==> src/hdl/video_pkg.sv <==
package video_pkg;

	// bit widths of the shared vectors
	localparam int PIXEL_W     = 24;
	localparam int CHANNEL_W   = 8;
	localparam int COORD_W     = 12;
	localparam int BRAM_ADDR_W = 16;

	// packed pixel, red high byte, green middle, blue low
	typedef logic [PIXEL_W-1:0] pixel_t;

	// one colour channel
	typedef logic [CHANNEL_W-1:0] channel_t;

	// column or line inside the active area
	typedef logic [COORD_W-1:0] coord_t;

	// word address into the frame BRAM
	typedef logic [BRAM_ADDR_W-1:0] bram_addr_t;

	// default active width, 720p source
	localparam int DEF_ACTIVE_WIDTH = 1280;

	// log2 of the reduction factor, 4x per axis
	localparam int DEF_SCALE_SHIFT = 2;

endpackage
==> src/hdl/hdmi_capture_top.sv <==
`timescale 1ns/100ps

module hdmi_capture_top #(
	parameter int ACTIVE_WIDTH = video_pkg::DEF_ACTIVE_WIDTH,
	parameter int SCALE_SHIFT  = video_pkg::DEF_SCALE_SHIFT
) (
	input  logic                  pclk_i,
	input  logic                  rst_n_i,
	input  video_pkg::pixel_t     vid_data_i,
	input  logic                  vid_de_i,
	input  logic                  vid_hsync_i,
	input  logic                  vid_vsync_i,
	output logic                  ena_o,
	output video_pkg::bram_addr_t bram_addr_o,
	output video_pkg::channel_t   rgb_r_o,
	output video_pkg::channel_t   rgb_g_o,
	output video_pkg::channel_t   rgb_b_o,
	output logic                  start_frame_o
);

	// tracker to decimator
	logic              pix_valid;
	video_pkg::pixel_t pix_data;
	video_pkg::coord_t pix_col;
	video_pkg::coord_t pix_line;
	logic              frame_start;

	// decimator to writer
	logic              avg_valid;
	video_pkg::pixel_t avg_data;
	logic              avg_first;

	sync_tracker sync_tracker_inst (
		.pclk_i        (pclk_i),
		.rst_n_i       (rst_n_i),
		.vid_data_i    (vid_data_i),
		.vid_de_i      (vid_de_i),
		.vid_hsync_i   (vid_hsync_i),
		.vid_vsync_i   (vid_vsync_i),
		.pix_valid_o   (pix_valid),
		.pix_data_o    (pix_data),
		.pix_col_o     (pix_col),
		.pix_line_o    (pix_line),
		.frame_start_o (frame_start)
	);

	pixel_decimator #(
		.SCALE_SHIFT (SCALE_SHIFT)
	) pixel_decimator_inst (
		.pclk_i        (pclk_i),
		.rst_n_i       (rst_n_i),
		.pix_valid_i   (pix_valid),
		.pix_data_i    (pix_data),
		.pix_col_i     (pix_col),
		.pix_line_i    (pix_line),
		.frame_start_i (frame_start),
		.avg_valid_o   (avg_valid),
		.avg_data_o    (avg_data),
		.avg_first_o   (avg_first)
	);

	bram_writer #(
		.ACTIVE_WIDTH (ACTIVE_WIDTH),
		.SCALE_SHIFT  (SCALE_SHIFT)
	) bram_writer_inst (
		.pclk_i        (pclk_i),
		.rst_n_i       (rst_n_i),
		.avg_valid_i   (avg_valid),
		.avg_data_i    (avg_data),
		.avg_first_i   (avg_first),
		.ena_o         (ena_o),
		.bram_addr_o   (bram_addr_o),
		.rgb_r_o       (rgb_r_o),
		.rgb_g_o       (rgb_g_o),
		.rgb_b_o       (rgb_b_o),
		.start_frame_o (start_frame_o)
	);

endmodule

==> src/hdl/bram_writer.sv <==
`timescale 1ns/100ps

module bram_writer #(
	parameter int ACTIVE_WIDTH = video_pkg::DEF_ACTIVE_WIDTH,
	parameter int SCALE_SHIFT  = video_pkg::DEF_SCALE_SHIFT
) (
	input  logic                  pclk_i,
	input  logic                  rst_n_i,
	input  logic                  avg_valid_i,
	input  video_pkg::pixel_t     avg_data_i,
	input  logic                  avg_first_i,
	output logic                  ena_o,
	output video_pkg::bram_addr_t bram_addr_o,
	output video_pkg::channel_t   rgb_r_o,
	output video_pkg::channel_t   rgb_g_o,
	output video_pkg::channel_t   rgb_b_o,
	output logic                  start_frame_o
);

	// reduced width times the largest reduced line count
	localparam int ADDR_LIMIT =
		(ACTIVE_WIDTH >> SCALE_SHIFT) * (1 << (video_pkg::COORD_W - SCALE_SHIFT));

	// address the following write will use
	video_pkg::bram_addr_t addr_q;

	always_ff @(posedge pclk_i or negedge rst_n_i) begin
		if (!rst_n_i) begin
			ena_o         <= 1'b0;
			start_frame_o <= 1'b0;
			bram_addr_o   <= '0;
			addr_q        <= '0;
		end else begin
			ena_o         <= avg_valid_i;
			// frame pulse only with a real write
			start_frame_o <= avg_valid_i & avg_first_i;

			if (avg_valid_i) begin
				if (avg_first_i) begin
					// new frame, back to the base of the buffer
					bram_addr_o <= '0;
					addr_q      <= video_pkg::bram_addr_t'(1);
				end else begin
					bram_addr_o <= addr_q;
					addr_q      <= addr_q + 1'b1;
				end
			end
		end
	end

	// channel split, red sits in the top byte
	always_ff @(posedge pclk_i) begin
		if (avg_valid_i) begin
			rgb_r_o <= avg_data_i[23:16];
			rgb_g_o <= avg_data_i[15:8];
			rgb_b_o <= avg_data_i[7:0];
		end
	end

	// writes stay inside the reduced frame area
	a_addr_in_range : assert property (
		@(posedge pclk_i) disable iff (!rst_n_i)
		ena_o |-> (int'(bram_addr_o) < ADDR_LIMIT)
	);

endmodule

==> src/hdl/pixel_decimator.sv <==
`timescale 1ns/100ps

module pixel_decimator #(
	parameter int SCALE_SHIFT = video_pkg::DEF_SCALE_SHIFT
) (
	input  logic               pclk_i,
	input  logic               rst_n_i,
	input  logic               pix_valid_i,
	input  video_pkg::pixel_t  pix_data_i,
	input  video_pkg::coord_t  pix_col_i,
	input  video_pkg::coord_t  pix_line_i,
	input  logic               frame_start_i,
	output logic               avg_valid_o,
	output video_pkg::pixel_t  avg_data_o,
	output logic               avg_first_o
);

	// room for 2^SCALE_SHIFT channel bytes
	localparam int ACC_W = video_pkg::CHANNEL_W + SCALE_SHIFT;
	localparam int NUM_CH = video_pkg::PIXEL_W / video_pkg::CHANNEL_W;

	// per channel running sums with red at index 2
	logic [NUM_CH-1:0][ACC_W-1:0] acc_q;
	logic [NUM_CH-1:0][ACC_W-1:0] acc_next;
	video_pkg::pixel_t avg_next;

	logic line_kept;
	logic grp_start;
	logic grp_end;
	logic take;
	logic emit;

	// a frame has started since reset
	logic locked_q;
	// frame opened but no average out yet
	logic first_pend_q;

	// keep every 2^SCALE_SHIFT-th line
	assign line_kept = (pix_line_i[SCALE_SHIFT-1:0] == '0);
	// group boundaries from the low column bits
	assign grp_start = (pix_col_i[SCALE_SHIFT-1:0] == '0);
	assign grp_end   = &pix_col_i[SCALE_SHIFT-1:0];

	assign take = pix_valid_i & line_kept;
	// nothing goes out until the first frame start
	assign emit = take & grp_end & (locked_q | frame_start_i);

	always_comb begin
		for (int c = 0; c < NUM_CH; c++) begin
			// restart the sum on the first pixel of a group
			acc_next[c] = (grp_start ? '0 : acc_q[c])
				+ ACC_W'(pix_data_i[c*video_pkg::CHANNEL_W +: video_pkg::CHANNEL_W]);
			// truncated mean drops the low bits
			avg_next[c*video_pkg::CHANNEL_W +: video_pkg::CHANNEL_W] =
				acc_next[c][ACC_W-1:SCALE_SHIFT];
		end
	end

	always_ff @(posedge pclk_i or negedge rst_n_i) begin
		if (!rst_n_i) begin
			avg_valid_o  <= 1'b0;
			avg_first_o  <= 1'b0;
			locked_q     <= 1'b0;
			first_pend_q <= 1'b0;
		end else begin
			avg_valid_o <= emit;
			avg_first_o <= emit & (first_pend_q | frame_start_i);

			if (frame_start_i) begin
				locked_q <= 1'b1;
			end

			// first flag rides on the next average
			if (emit) begin
				first_pend_q <= 1'b0;
			end else if (frame_start_i) begin
				first_pend_q <= 1'b1;
			end
		end
	end

	// group sums and the averaged pixel
	always_ff @(posedge pclk_i) begin
		if (take) begin
			acc_q <= acc_next;
		end
		if (emit) begin
			avg_data_o <= avg_next;
		end
	end

	// the first pixel of an averaged group was also on a kept line
	a_no_avg_on_dropped_line : assert property (
		@(posedge pclk_i) disable iff (!rst_n_i)
		avg_valid_o |->
			$past(pix_valid_i && pix_line_i[SCALE_SHIFT-1:0] == '0, 1 << SCALE_SHIFT)
	);

endmodule

==> src/hdl/sync_tracker.sv <==
`timescale 1ns/100ps

module sync_tracker (
	input  logic               pclk_i,
	input  logic               rst_n_i,
	input  video_pkg::pixel_t  vid_data_i,
	input  logic               vid_de_i,
	input  logic               vid_hsync_i,
	input  logic               vid_vsync_i,
	output logic               pix_valid_o,
	output video_pkg::pixel_t  pix_data_o,
	output video_pkg::coord_t  pix_col_o,
	output video_pkg::coord_t  pix_line_o,
	output logic               frame_start_o
);

	// previous input levels for edge detection
	logic de_q;
	logic vs_q;

	// column of the next pixel in the line
	video_pkg::coord_t col_q;
	// index the next line will get
	video_pkg::coord_t line_q;

	// set by vsync and cleared by the first active pixel
	logic armed_q;

	logic de_rise;
	logic vs_rise;

	assign de_rise = vid_de_i & ~de_q;
	assign vs_rise = vid_vsync_i & ~vs_q;

	// the registered de level is the pixel strobe
	assign pix_valid_o = de_q;

	always_ff @(posedge pclk_i or negedge rst_n_i) begin
		if (!rst_n_i) begin
			de_q          <= 1'b0;
			vs_q          <= 1'b0;
			col_q         <= '0;
			line_q        <= '0;
			armed_q       <= 1'b0;
			pix_col_o     <= '0;
			pix_line_o    <= '0;
			frame_start_o <= 1'b0;
		end else begin
			de_q <= vid_de_i;
			vs_q <= vid_vsync_i;

			// first active pixel after a vsync edge opens the frame
			frame_start_o <= vid_de_i & armed_q;
			if (vs_rise) begin
				armed_q <= 1'b1;
			end else if (vid_de_i) begin
				armed_q <= 1'b0;
			end

			// column count restarts on each de edge
			if (vid_de_i) begin
				if (de_rise) begin
					pix_col_o <= '0;
					col_q     <= video_pkg::coord_t'(1);
				end else begin
					pix_col_o <= col_q;
					col_q     <= col_q + 1'b1;
				end
			end else if (vid_hsync_i) begin
				// nothing in flight during horizontal blanking
				col_q <= '0;
			end

			// line count steps once per de edge
			if (vs_rise) begin
				line_q <= '0;
			end else if (de_rise) begin
				pix_line_o <= line_q;
				line_q     <= line_q + 1'b1;
			end
		end
	end

	// pixel payload follows the input by one cycle
	always_ff @(posedge pclk_i) begin
		pix_data_o <= vid_data_i;
	end

endmodule

==> config.mk <==
export PLATFORM = sky130hd
export DESIGN_NAME = hdmi_capture_top
export DESIGN_NICKNAME = d
export VERILOG_FILES = /design/src/hdl/video_pkg.sv /design/src/hdl/hdmi_capture_top.sv /design/src/hdl/bram_writer.sv /design/src/hdl/pixel_decimator.sv /design/src/hdl/sync_tracker.sv
export SDC_FILE = /design/constraint.sdc
export NUM_CORES = 1
export LEC_CHECK = 0
export BUFFER_PORTS_ARGS = -buffer_cell sky130_fd_sc_hd__buf_2
export CAP_MARGIN = 20
export CELL_PAD_IN_SITES_DETAIL_PLACEMENT = 1
export CELL_PAD_IN_SITES_GLOBAL_PLACEMENT = 1
export CORE_ASPECT_RATIO = 1.1
export CORE_MARGIN = 2
export CORE_UTILIZATION = 51
export DETAILED_ROUTE_END_ITERATION = 7
export PLACE_DENSITY = 0.82
export SYNTH_ARGS = -nofsm -noshare
export SYNTH_HDL_FRONTEND = slang
export SYNTH_SLANG_ARGS = --single-unit
==> constraint.sdc <==
create_clock -name pclk_i -period 12.2 [get_ports pclk_i]
set_clock_uncertainty 0.05 [all_clocks]
set_input_delay 3.05 -clock pclk_i [delete_from_list [all_inputs] [get_ports pclk_i]]
set_output_delay 3.05 -clock pclk_i [all_outputs]
set_load 0.005 [all_outputs]
==> run_results.csv, run 1 <==
group,metric,value,unit
cts,clock_path_buffers,2,
cts,clk_latency,420,ps
drt,avgRoutedWirePerCell,18.3,um
global_routing,antenna_found_initial,0,
sta,report.final.slew_viol_count,0,
status,status,"completed",
setup_path,worstPathRequired,9100,ps
setup_path,path_buf_inv,1,
yosys,synth-seq-area-share,65.6,%
cts,numCtsBuffers,17,
power_and_ir_drop,p_comb_share,12.5,%
drt,vias,3934,
finish,drive_above_1_share,21.5,%
yosys,synth_top_cells_by_area,"edfxtp_1 (38%), dfrtp_1 (20%), dfxtp_1 (7.7%)",
finish,diodes,0,
yosys,ys_types,45,
min_path,hp-class,"flip-flop to flip-flop",
cts,cts-root-buf,"clkbuf_16",
setup_path,cp-start-kind,"flip-flop",
power_and_ir_drop,clock_power_share,40.0,%
finish,fin_area,0.00735,sq mm
setup_path,end_kind,"primary output",
min_path,min_from,"pixel_decimator_inst.avg_data_o[20]",
setup_path,crit_start,"bram_writer_inst.rgb_r_o[0]",
yosys,ys.flop_type,"edfxtp_1",
cts,cts_max_level,4,
cts,clkTransAtPathRegs,60,ps
cts,post_cts_buffers,0,
global_routing,track_usage,22.8,%
yosys,syn_nets,534,
yosys,synth.avg_cell_area,13.0,sq um
sta,fmax,0.247,GHz
drt,via_per_inst,5.41,
cts,cts_tree,"done",
sta,setup_violations,0,
sta,final.setup.tns,0,ps
global_routing,grt_pass1_vias,4401,
power_and_ir_drop,power_leakage,3.11,nW
floorplanning,die_x,109,um
drt,first_iter_violations,163,
setup_path,cp.arrival,950,ps
setup_path,crit_path_max_incr_delay,390,ps
yosys,yosys_warnings,0,
finish,fillerInstances,1212,
yosys,synth.top_cell.area_share,37.7,%
sta,maxSlewHeadroom,58.1,%
flow_run,drv_cap,0,
drt,postRouteAntennaNets,0,
yosys,yosys.area.top_type,"edfxtp_1",
yosys,syn-instance-count,477,
sta,rsz0062_at_grt,"false",
setup_path,cp_cell_sequence,"buf_2",
sta,finalCritPeriodShare,33.2,%
setup_path,path_class,"flip-flop to primary output",
floorplanning,floorplan.initialDensity,51.9,%
global_routing,grt_max_degree,51,
power_and_ir_drop,p_int,0.982,mW
place,place_area,0.00676,sq mm
drt,drt_wl_total,13300,um
setup_path,rr_startpoint,"sync_tracker_inst.pix_col_o[1]",
finish,instances_no_fill,727,
place,placed_cells_incl_taps,695,
floorplanning,fp-row-count,42,
setup_path,critPathTopFamily,"flip-flops",
place,place.gp.congestion,0.754,
cts,cts.sinks,152,
sta,timing_hold_violations_final,0,
setup_path,crit_fanout,1,
yosys,synth-edff-count,78,
finish,final_nets,617,
global_routing,grt_pass1_wl,22600,um
sta,worst_hold_slack,369,ps
drt,drc,0,
drt,firstDrtPassIters,4,
power_and_ir_drop,powerDensity,178,mW/mm^2
floorplanning,io_pins,71,
place,port_buffers,70,
power_and_ir_drop,peakVddDrop,0.0000854,V
floorplanning,die-height,120,um
floorplanning,die-area,0.0131,sq mm
setup_path,slowest_stage,"edfxtp_1",
finish,final_common_cell,"edfxtp_1",
sta,period_minus_slack,4050,ps
place,dpl.hpwl,8320,um
finish,synthToLayoutAreaGrowth,18.3,%
global_routing,grt-ovfl-total,0,
finish,mostFrequentLayoutCells,"edfxtp_1 (78), buf_2 (70), dfrtp_1 (49)",
yosys,ys_ff_latch,152,
power_and_ir_drop,swShare,24.8,%
cts,cts_resized,0,
power_and_ir_drop,p_sw,0.324,mW
power_and_ir_drop,p_seq_share,47.5,%
yosys,syn_area,0.00621,sq mm
cts,hold_buffers,0,
yosys,synthArstFlopShare,32.9,%
sta,tightest_slew,628,ps
floorplanning,core_area,0.0120,sq mm
worst paths after layout:
| kind | endpoint | slack, ps | cells past startpoint |
|---|---|---|---|
| max reg2reg | pixel_decimator_inst.acc_q[8] | 9200 | 10 |
| min in group asynchronous | bram_writer_inst.bram_addr_o[5] | 2690 | 2 |
| min reg2reg | bram_writer_inst.rgb_r_o[4] | 370 | 0 |
| max in group asynchronous | pixel_decimator_inst.avg_valid_o | 8950 | 2 |
| max | rgb_r_o[0] | 8150 | 1 |
| min | bram_writer_inst.rgb_r_o[4] | 370 | 0 |
registers in the layout, indices dropped and copies added, names as in the netlist, 2 cells and up:
signal / count
bram_writer_inst.addr_q: 16
bram_writer_inst.bram_addr_o: 16
bram_writer_inst.rgb_b_o: 8
bram_writer_inst.rgb_g_o: 8
bram_writer_inst.rgb_r_o: 8
pixel_decimator_inst.acc_q: 30
pixel_decimator_inst.avg_data_o: 24
sync_tracker_inst.col_q: 2
sync_tracker_inst.line_q: 2
sync_tracker_inst.pix_col_o: 2
sync_tracker_inst.pix_data_o: 24
sync_tracker_inst.pix_line_o: 2
layout make-up:
cell class / count / area [sq um] / area share [%]
clock inverters: 14 / 158 / 2.15
repair buffers: 75 / 388 / 5.28
inverters: 36 / 135 / 1.84
clock buffers: 18 / 429 / 5.84
multi-input cells: 278 / 1970 / 26.8
well taps: 154 / 193 / 2.62
flip-flops and latches: 152 / 4080 / 55.5
logic make-up (layout without fill, tap and decap cells):
kind of cell / count (synthesis) / in the layout / share of synthesized area (%)
flops: 152 / 152 / 65.6
buf+inv: 47 / 143 / 2.84
mux: 3 / 3 / 0.544
compound gates: 73 / 73 / 7.83
fa+ha+maj: 28 / 28 / 6.00
simple gates: 141 / 141 / 12.6
xor+xnor: 33 / 33 / 4.65
power by group through the flow:
stage | Sequential [mW] | Clock [mW] | Combinational (mW)
floorplan | 0.623 | 0 | 0.112
global placement | 0.626 | 0 | 0.146
detailed placement | 0.629 | 0 | 0.159
CTS | 0.621 | 0.529 | 0.165
global route | 0.625 | 0.550 | 0.183
finish | 0.620 | 0.522 | 0.163
stage by stage:
step                worst slack, ps  total power, mW  utilization, %
detailed placement             8060            0.788            56.4
global route                   8110             1.36            61.3
global placement               8180            0.772            56.4
CTS                            8130             1.31            61.3
finish                         8150             1.31            61.3
floorplan                      8060            0.735               -
metal layers:
metal	global-route usage, %	vias to the layer above	routed length [um]
met1	27.3	1998	5660
li1	-	1838	-
met4	9.02	0	252
met5	0	-	0
met2	39.8	77	6990
met3	4.62	21	421
Yosys cell counts (2+ instances only):
cell        n
a2111oi_4   2
a21o_1      3
a21oi_1    16
a21oi_2     2
and2_1      3
and3_1      3
and3_4      2
and4_1      2
clkbuf_1   11
dfrtp_1    50
dfxtp_1    24
edfxtp_1   78
fa_1        3
ha_1       25
inv_1      36
mux2_2      3
nand2_1    26
nand2b_1    2
nand3_1    15
nand3b_1   17
nand4_1     2
nor2_1     26
nor2b_1    27
nor3_1      4
nor3_2      2
nor3b_1     3
nor4_1      2
o211a_1     2
o211ai_1    2
o21a_1      3
o21ai_0    29
o21bai_2    2
o22ai_1     5
o31ai_1     2
or3_1       2
xnor2_1    14
xor2_1     19
(Power assumes the default switching activity.)
==> run 2, diff against run 1 <==
- CORE_UTILIZATION: 51 -> 47
- PLACE_DENSITY: 0.82 -> 0.76
- clock period: 12.2 -> 3.8 ns (I/O delays scaled with it)
==> run 2 against run 1 <==
Cell count is 1.1% higher. Die area is 8.2% higher. Final area is 0.89% higher. Via count is 2.1% lower. Count of clock-buffer cells in the layout is 6 higher. First-iteration DRC count is 8.0% higher. Sequential power grew to 3.2 times the previous value. Setup slack worse by 7200 ps. Sequential cell count stayed put. Combinational power grew to 3.1 times the previous value. Critical endpoint is now pixel_decimator_inst.avg_data_o[22]. Largest cell class unchanged. Largest power group unchanged.
==> run_results.csv, run 2 (same netlist as run 1, synthesis figures left out) <==
group,metric,value,unit
place,port_buffers,70,
floorplanning,die-area,0.0142,sq mm
global_routing,busiest_layer,"met2",
drt,drt_wl_total,12500,um
cts,cts_tree,"done",
power_and_ir_drop,power_leakage,3.14,nW
setup_path,worstReg2RegEnd,"pixel_decimator_inst.avg_data_o[22]",
cts,cts_resized,0,
cts,clock_path_buffers,2,
finish,seqCellArea,0.00408,sq mm
min_path,hp-class,"flip-flop to flip-flop",
finish,diodes,0,
finish,fillerInstances,1309,
sta,fmax,0.356,GHz
global_routing,grt_pass1_vias,4213,
setup_path,reg2reg_depth,9,
sta,finalCritPeriodShare,74.0,%
place,placed_cells_incl_taps,703,
floorplanning,core_area,0.0130,sq mm
sta,timing_hold_violations_final,0,
floorplanning,fp-row-count,44,
drt,vias,3850,
cts,clk_latency,430,ps
cts,post_cts_buffers,0,
sta,period_minus_slack,2810,ps
finish,largest_reg_flops,30,
setup_path,cp-start-kind,"flip-flop",
drt,firstDrtPassIters,4,
drt,drc,0,
flow_run,drv_cap,0,
floorplanning,die_x,114,um
place,dpl.hpwl,8250,um
floorplanning,io_pins,71,
cts,numCtsBuffers,17,
sta,worst_hold_slack,370,ps
setup_path,worstPathRequired,4010,ps
finish,regMostFlops,"pixel_decimator_inst.acc_q",
global_routing,grt_max_degree,48,
finish,multi_input_area,0.00198,sq mm
min_path,holdPathEnd,"bram_writer_inst.rgb_r_o[4]",
finish,synthToLayoutAreaGrowth,19.3,%
cts,hold_buffers,0,
finish,mostFrequentLayoutCells,"edfxtp_1 (78), buf_2 (70), dfrtp_1 (49)",
finish,final_common_cell,"edfxtp_1",
setup_path,path_class,"flip-flop to flip-flop",
drt,postRouteAntennaNets,0,
setup_path,rrSetupSlack,990,ps
setup_path,cp.arrival,3020,ps
global_routing,grt_pass1_wl,20600,um
cts,cts-root-buf,"clkbuf_16",
min_path,hold-path-cell-count,0,
place,place.gp.congestion,0.763,
setup_path,rr_startpoint,"sync_tracker_inst.pix_col_o[1]",
global_routing,grt-ovfl-total,0,
finish,instances_no_fill,735,
drt,via_per_inst,5.24,
sta,finalWorstSetupSlack,989,ps
global_routing,grt_util_met1,22.7,%
global_routing,antenna_found_initial,0,
floorplanning,die-height,125,um
global_routing,track_usage,19.0,%
finish,final_util,56.8,%
finish,drive_above_1_share,21.3,%
finish,reg.largest.list,"pixel_decimator_inst.acc_q: 30 flops, pixel_decimator_inst.avg_data_o: 24 flops, sync_tracker_inst.pix_data_o: 24 flops",
sta,setup_violations,0,
global_routing,use_met3,4.28,%
finish,final_nets,618,
sta,maxSlewHeadroom,42.4,%
setup_path,end_kind,"flip-flop",
drt,first_iter_violations,176,
sta,report.final.slew_viol_count,0,
status,status,"completed",
cts,clkTransAtPathRegs,60,ps
min_path,min_from,"pixel_decimator_inst.avg_data_o[20]",
setup_path,crit_fanout,9,
floorplanning,floorplan.initialDensity,47.6,%
sta,final.setup.tns,0,ps
sta,tightest_slew,864,ps
global_routing,use_met2,32.6,%
cts,cts_max_level,4,
cts,cts.sinks,152,
sta,rsz0062_at_grt,"false",
place,pre_cts_ws,970,ps
power_and_ir_drop,peakVddDrop,0.000355,V
power_and_ir_drop,powerDensity,576,mW/mm^2
drt,avgRoutedWirePerCell,17.0,um
-- run 2: cell types whose count changed in the layout (fill, tap and decap cells not counted), moves of 2 or more --
cell,delta
clkbuf_1,+2
clkbuf_16,+2
clkbuf_8,+2
clkinv_2,-2
clkinv_4,-2
clkinvlp_4,-2
-- run 2: metrics by stage --
step                      area (sq um)  power (mW)
after floorplan                   6220        2.36
after global placement            6780        2.49
after detailed placement          6780        2.53
after CTS                         7410        4.32
after global routing              7410        4.44
final                             7410        4.27
-- run 2: area by class of cell --
| class | instances | area share, % |
|---|---|---|
| Sequential cell | 152 | 55.0 |
| Clock buffer | 24 | 6.94 |
| Clock inverter | 8 | 1.55 |
| Inverter | 36 | 1.82 |
| Multi-Input combinational cell | 278 | 26.7 |
| Tap cell | 161 | 2.72 |
| Timing Repair Buffer | 76 | 5.33 |
-- run 2: worst max-delay path, stage by stage, from the launching register on --
cell,delay (ps)
dfrtp_1,400
nor2_2,370
nor2b_1,100
ha_1,220
fa_1,410
a21o_1,230
a2111oi_4,390
o21bai_2,110
a21oi_2,160
xor2_1,200
-- run 2: per-layer routing --
layer  wire length (um)  share of wire, %  vias to the layer above
li1                   -                 -                     1835
met1               5390                43                     1931
met2               6460                52                       66
met3                350               2.8                       18
met4                288               2.3                        0
met5                  0                 0                        -
-- run 2: worst max-delay path by stage --
stage | startpoint | to | slack [ps] | depth (start not counted)
after floorplan | sync_tracker_inst.pix_valid_o | pixel_decimator_inst.avg_data_o[0] | 800 | 2
after global placement | sync_tracker_inst.pix_col_o[1] | pixel_decimator_inst.acc_q[28] | 1140 | 9
after detailed placement | sync_tracker_inst.pix_col_o[1] | pixel_decimator_inst.acc_q[28] | 970 | 9
after CTS | sync_tracker_inst.pix_col_o[1] | pixel_decimator_inst.avg_data_o[22] | 960 | 9
after global routing | sync_tracker_inst.pix_col_o[1] | pixel_decimator_inst.avg_data_o[22] | 770 | 9
final | sync_tracker_inst.pix_col_o[1] | pixel_decimator_inst.avg_data_o[22] | 990 | 9
-- run 2: power breakdown --
part / internal [mW] / switching [mW]
Sequential: 1.92 / 0.0681
Combinational: 0.207 / 0.302
Clock: 1.14 / 0.630
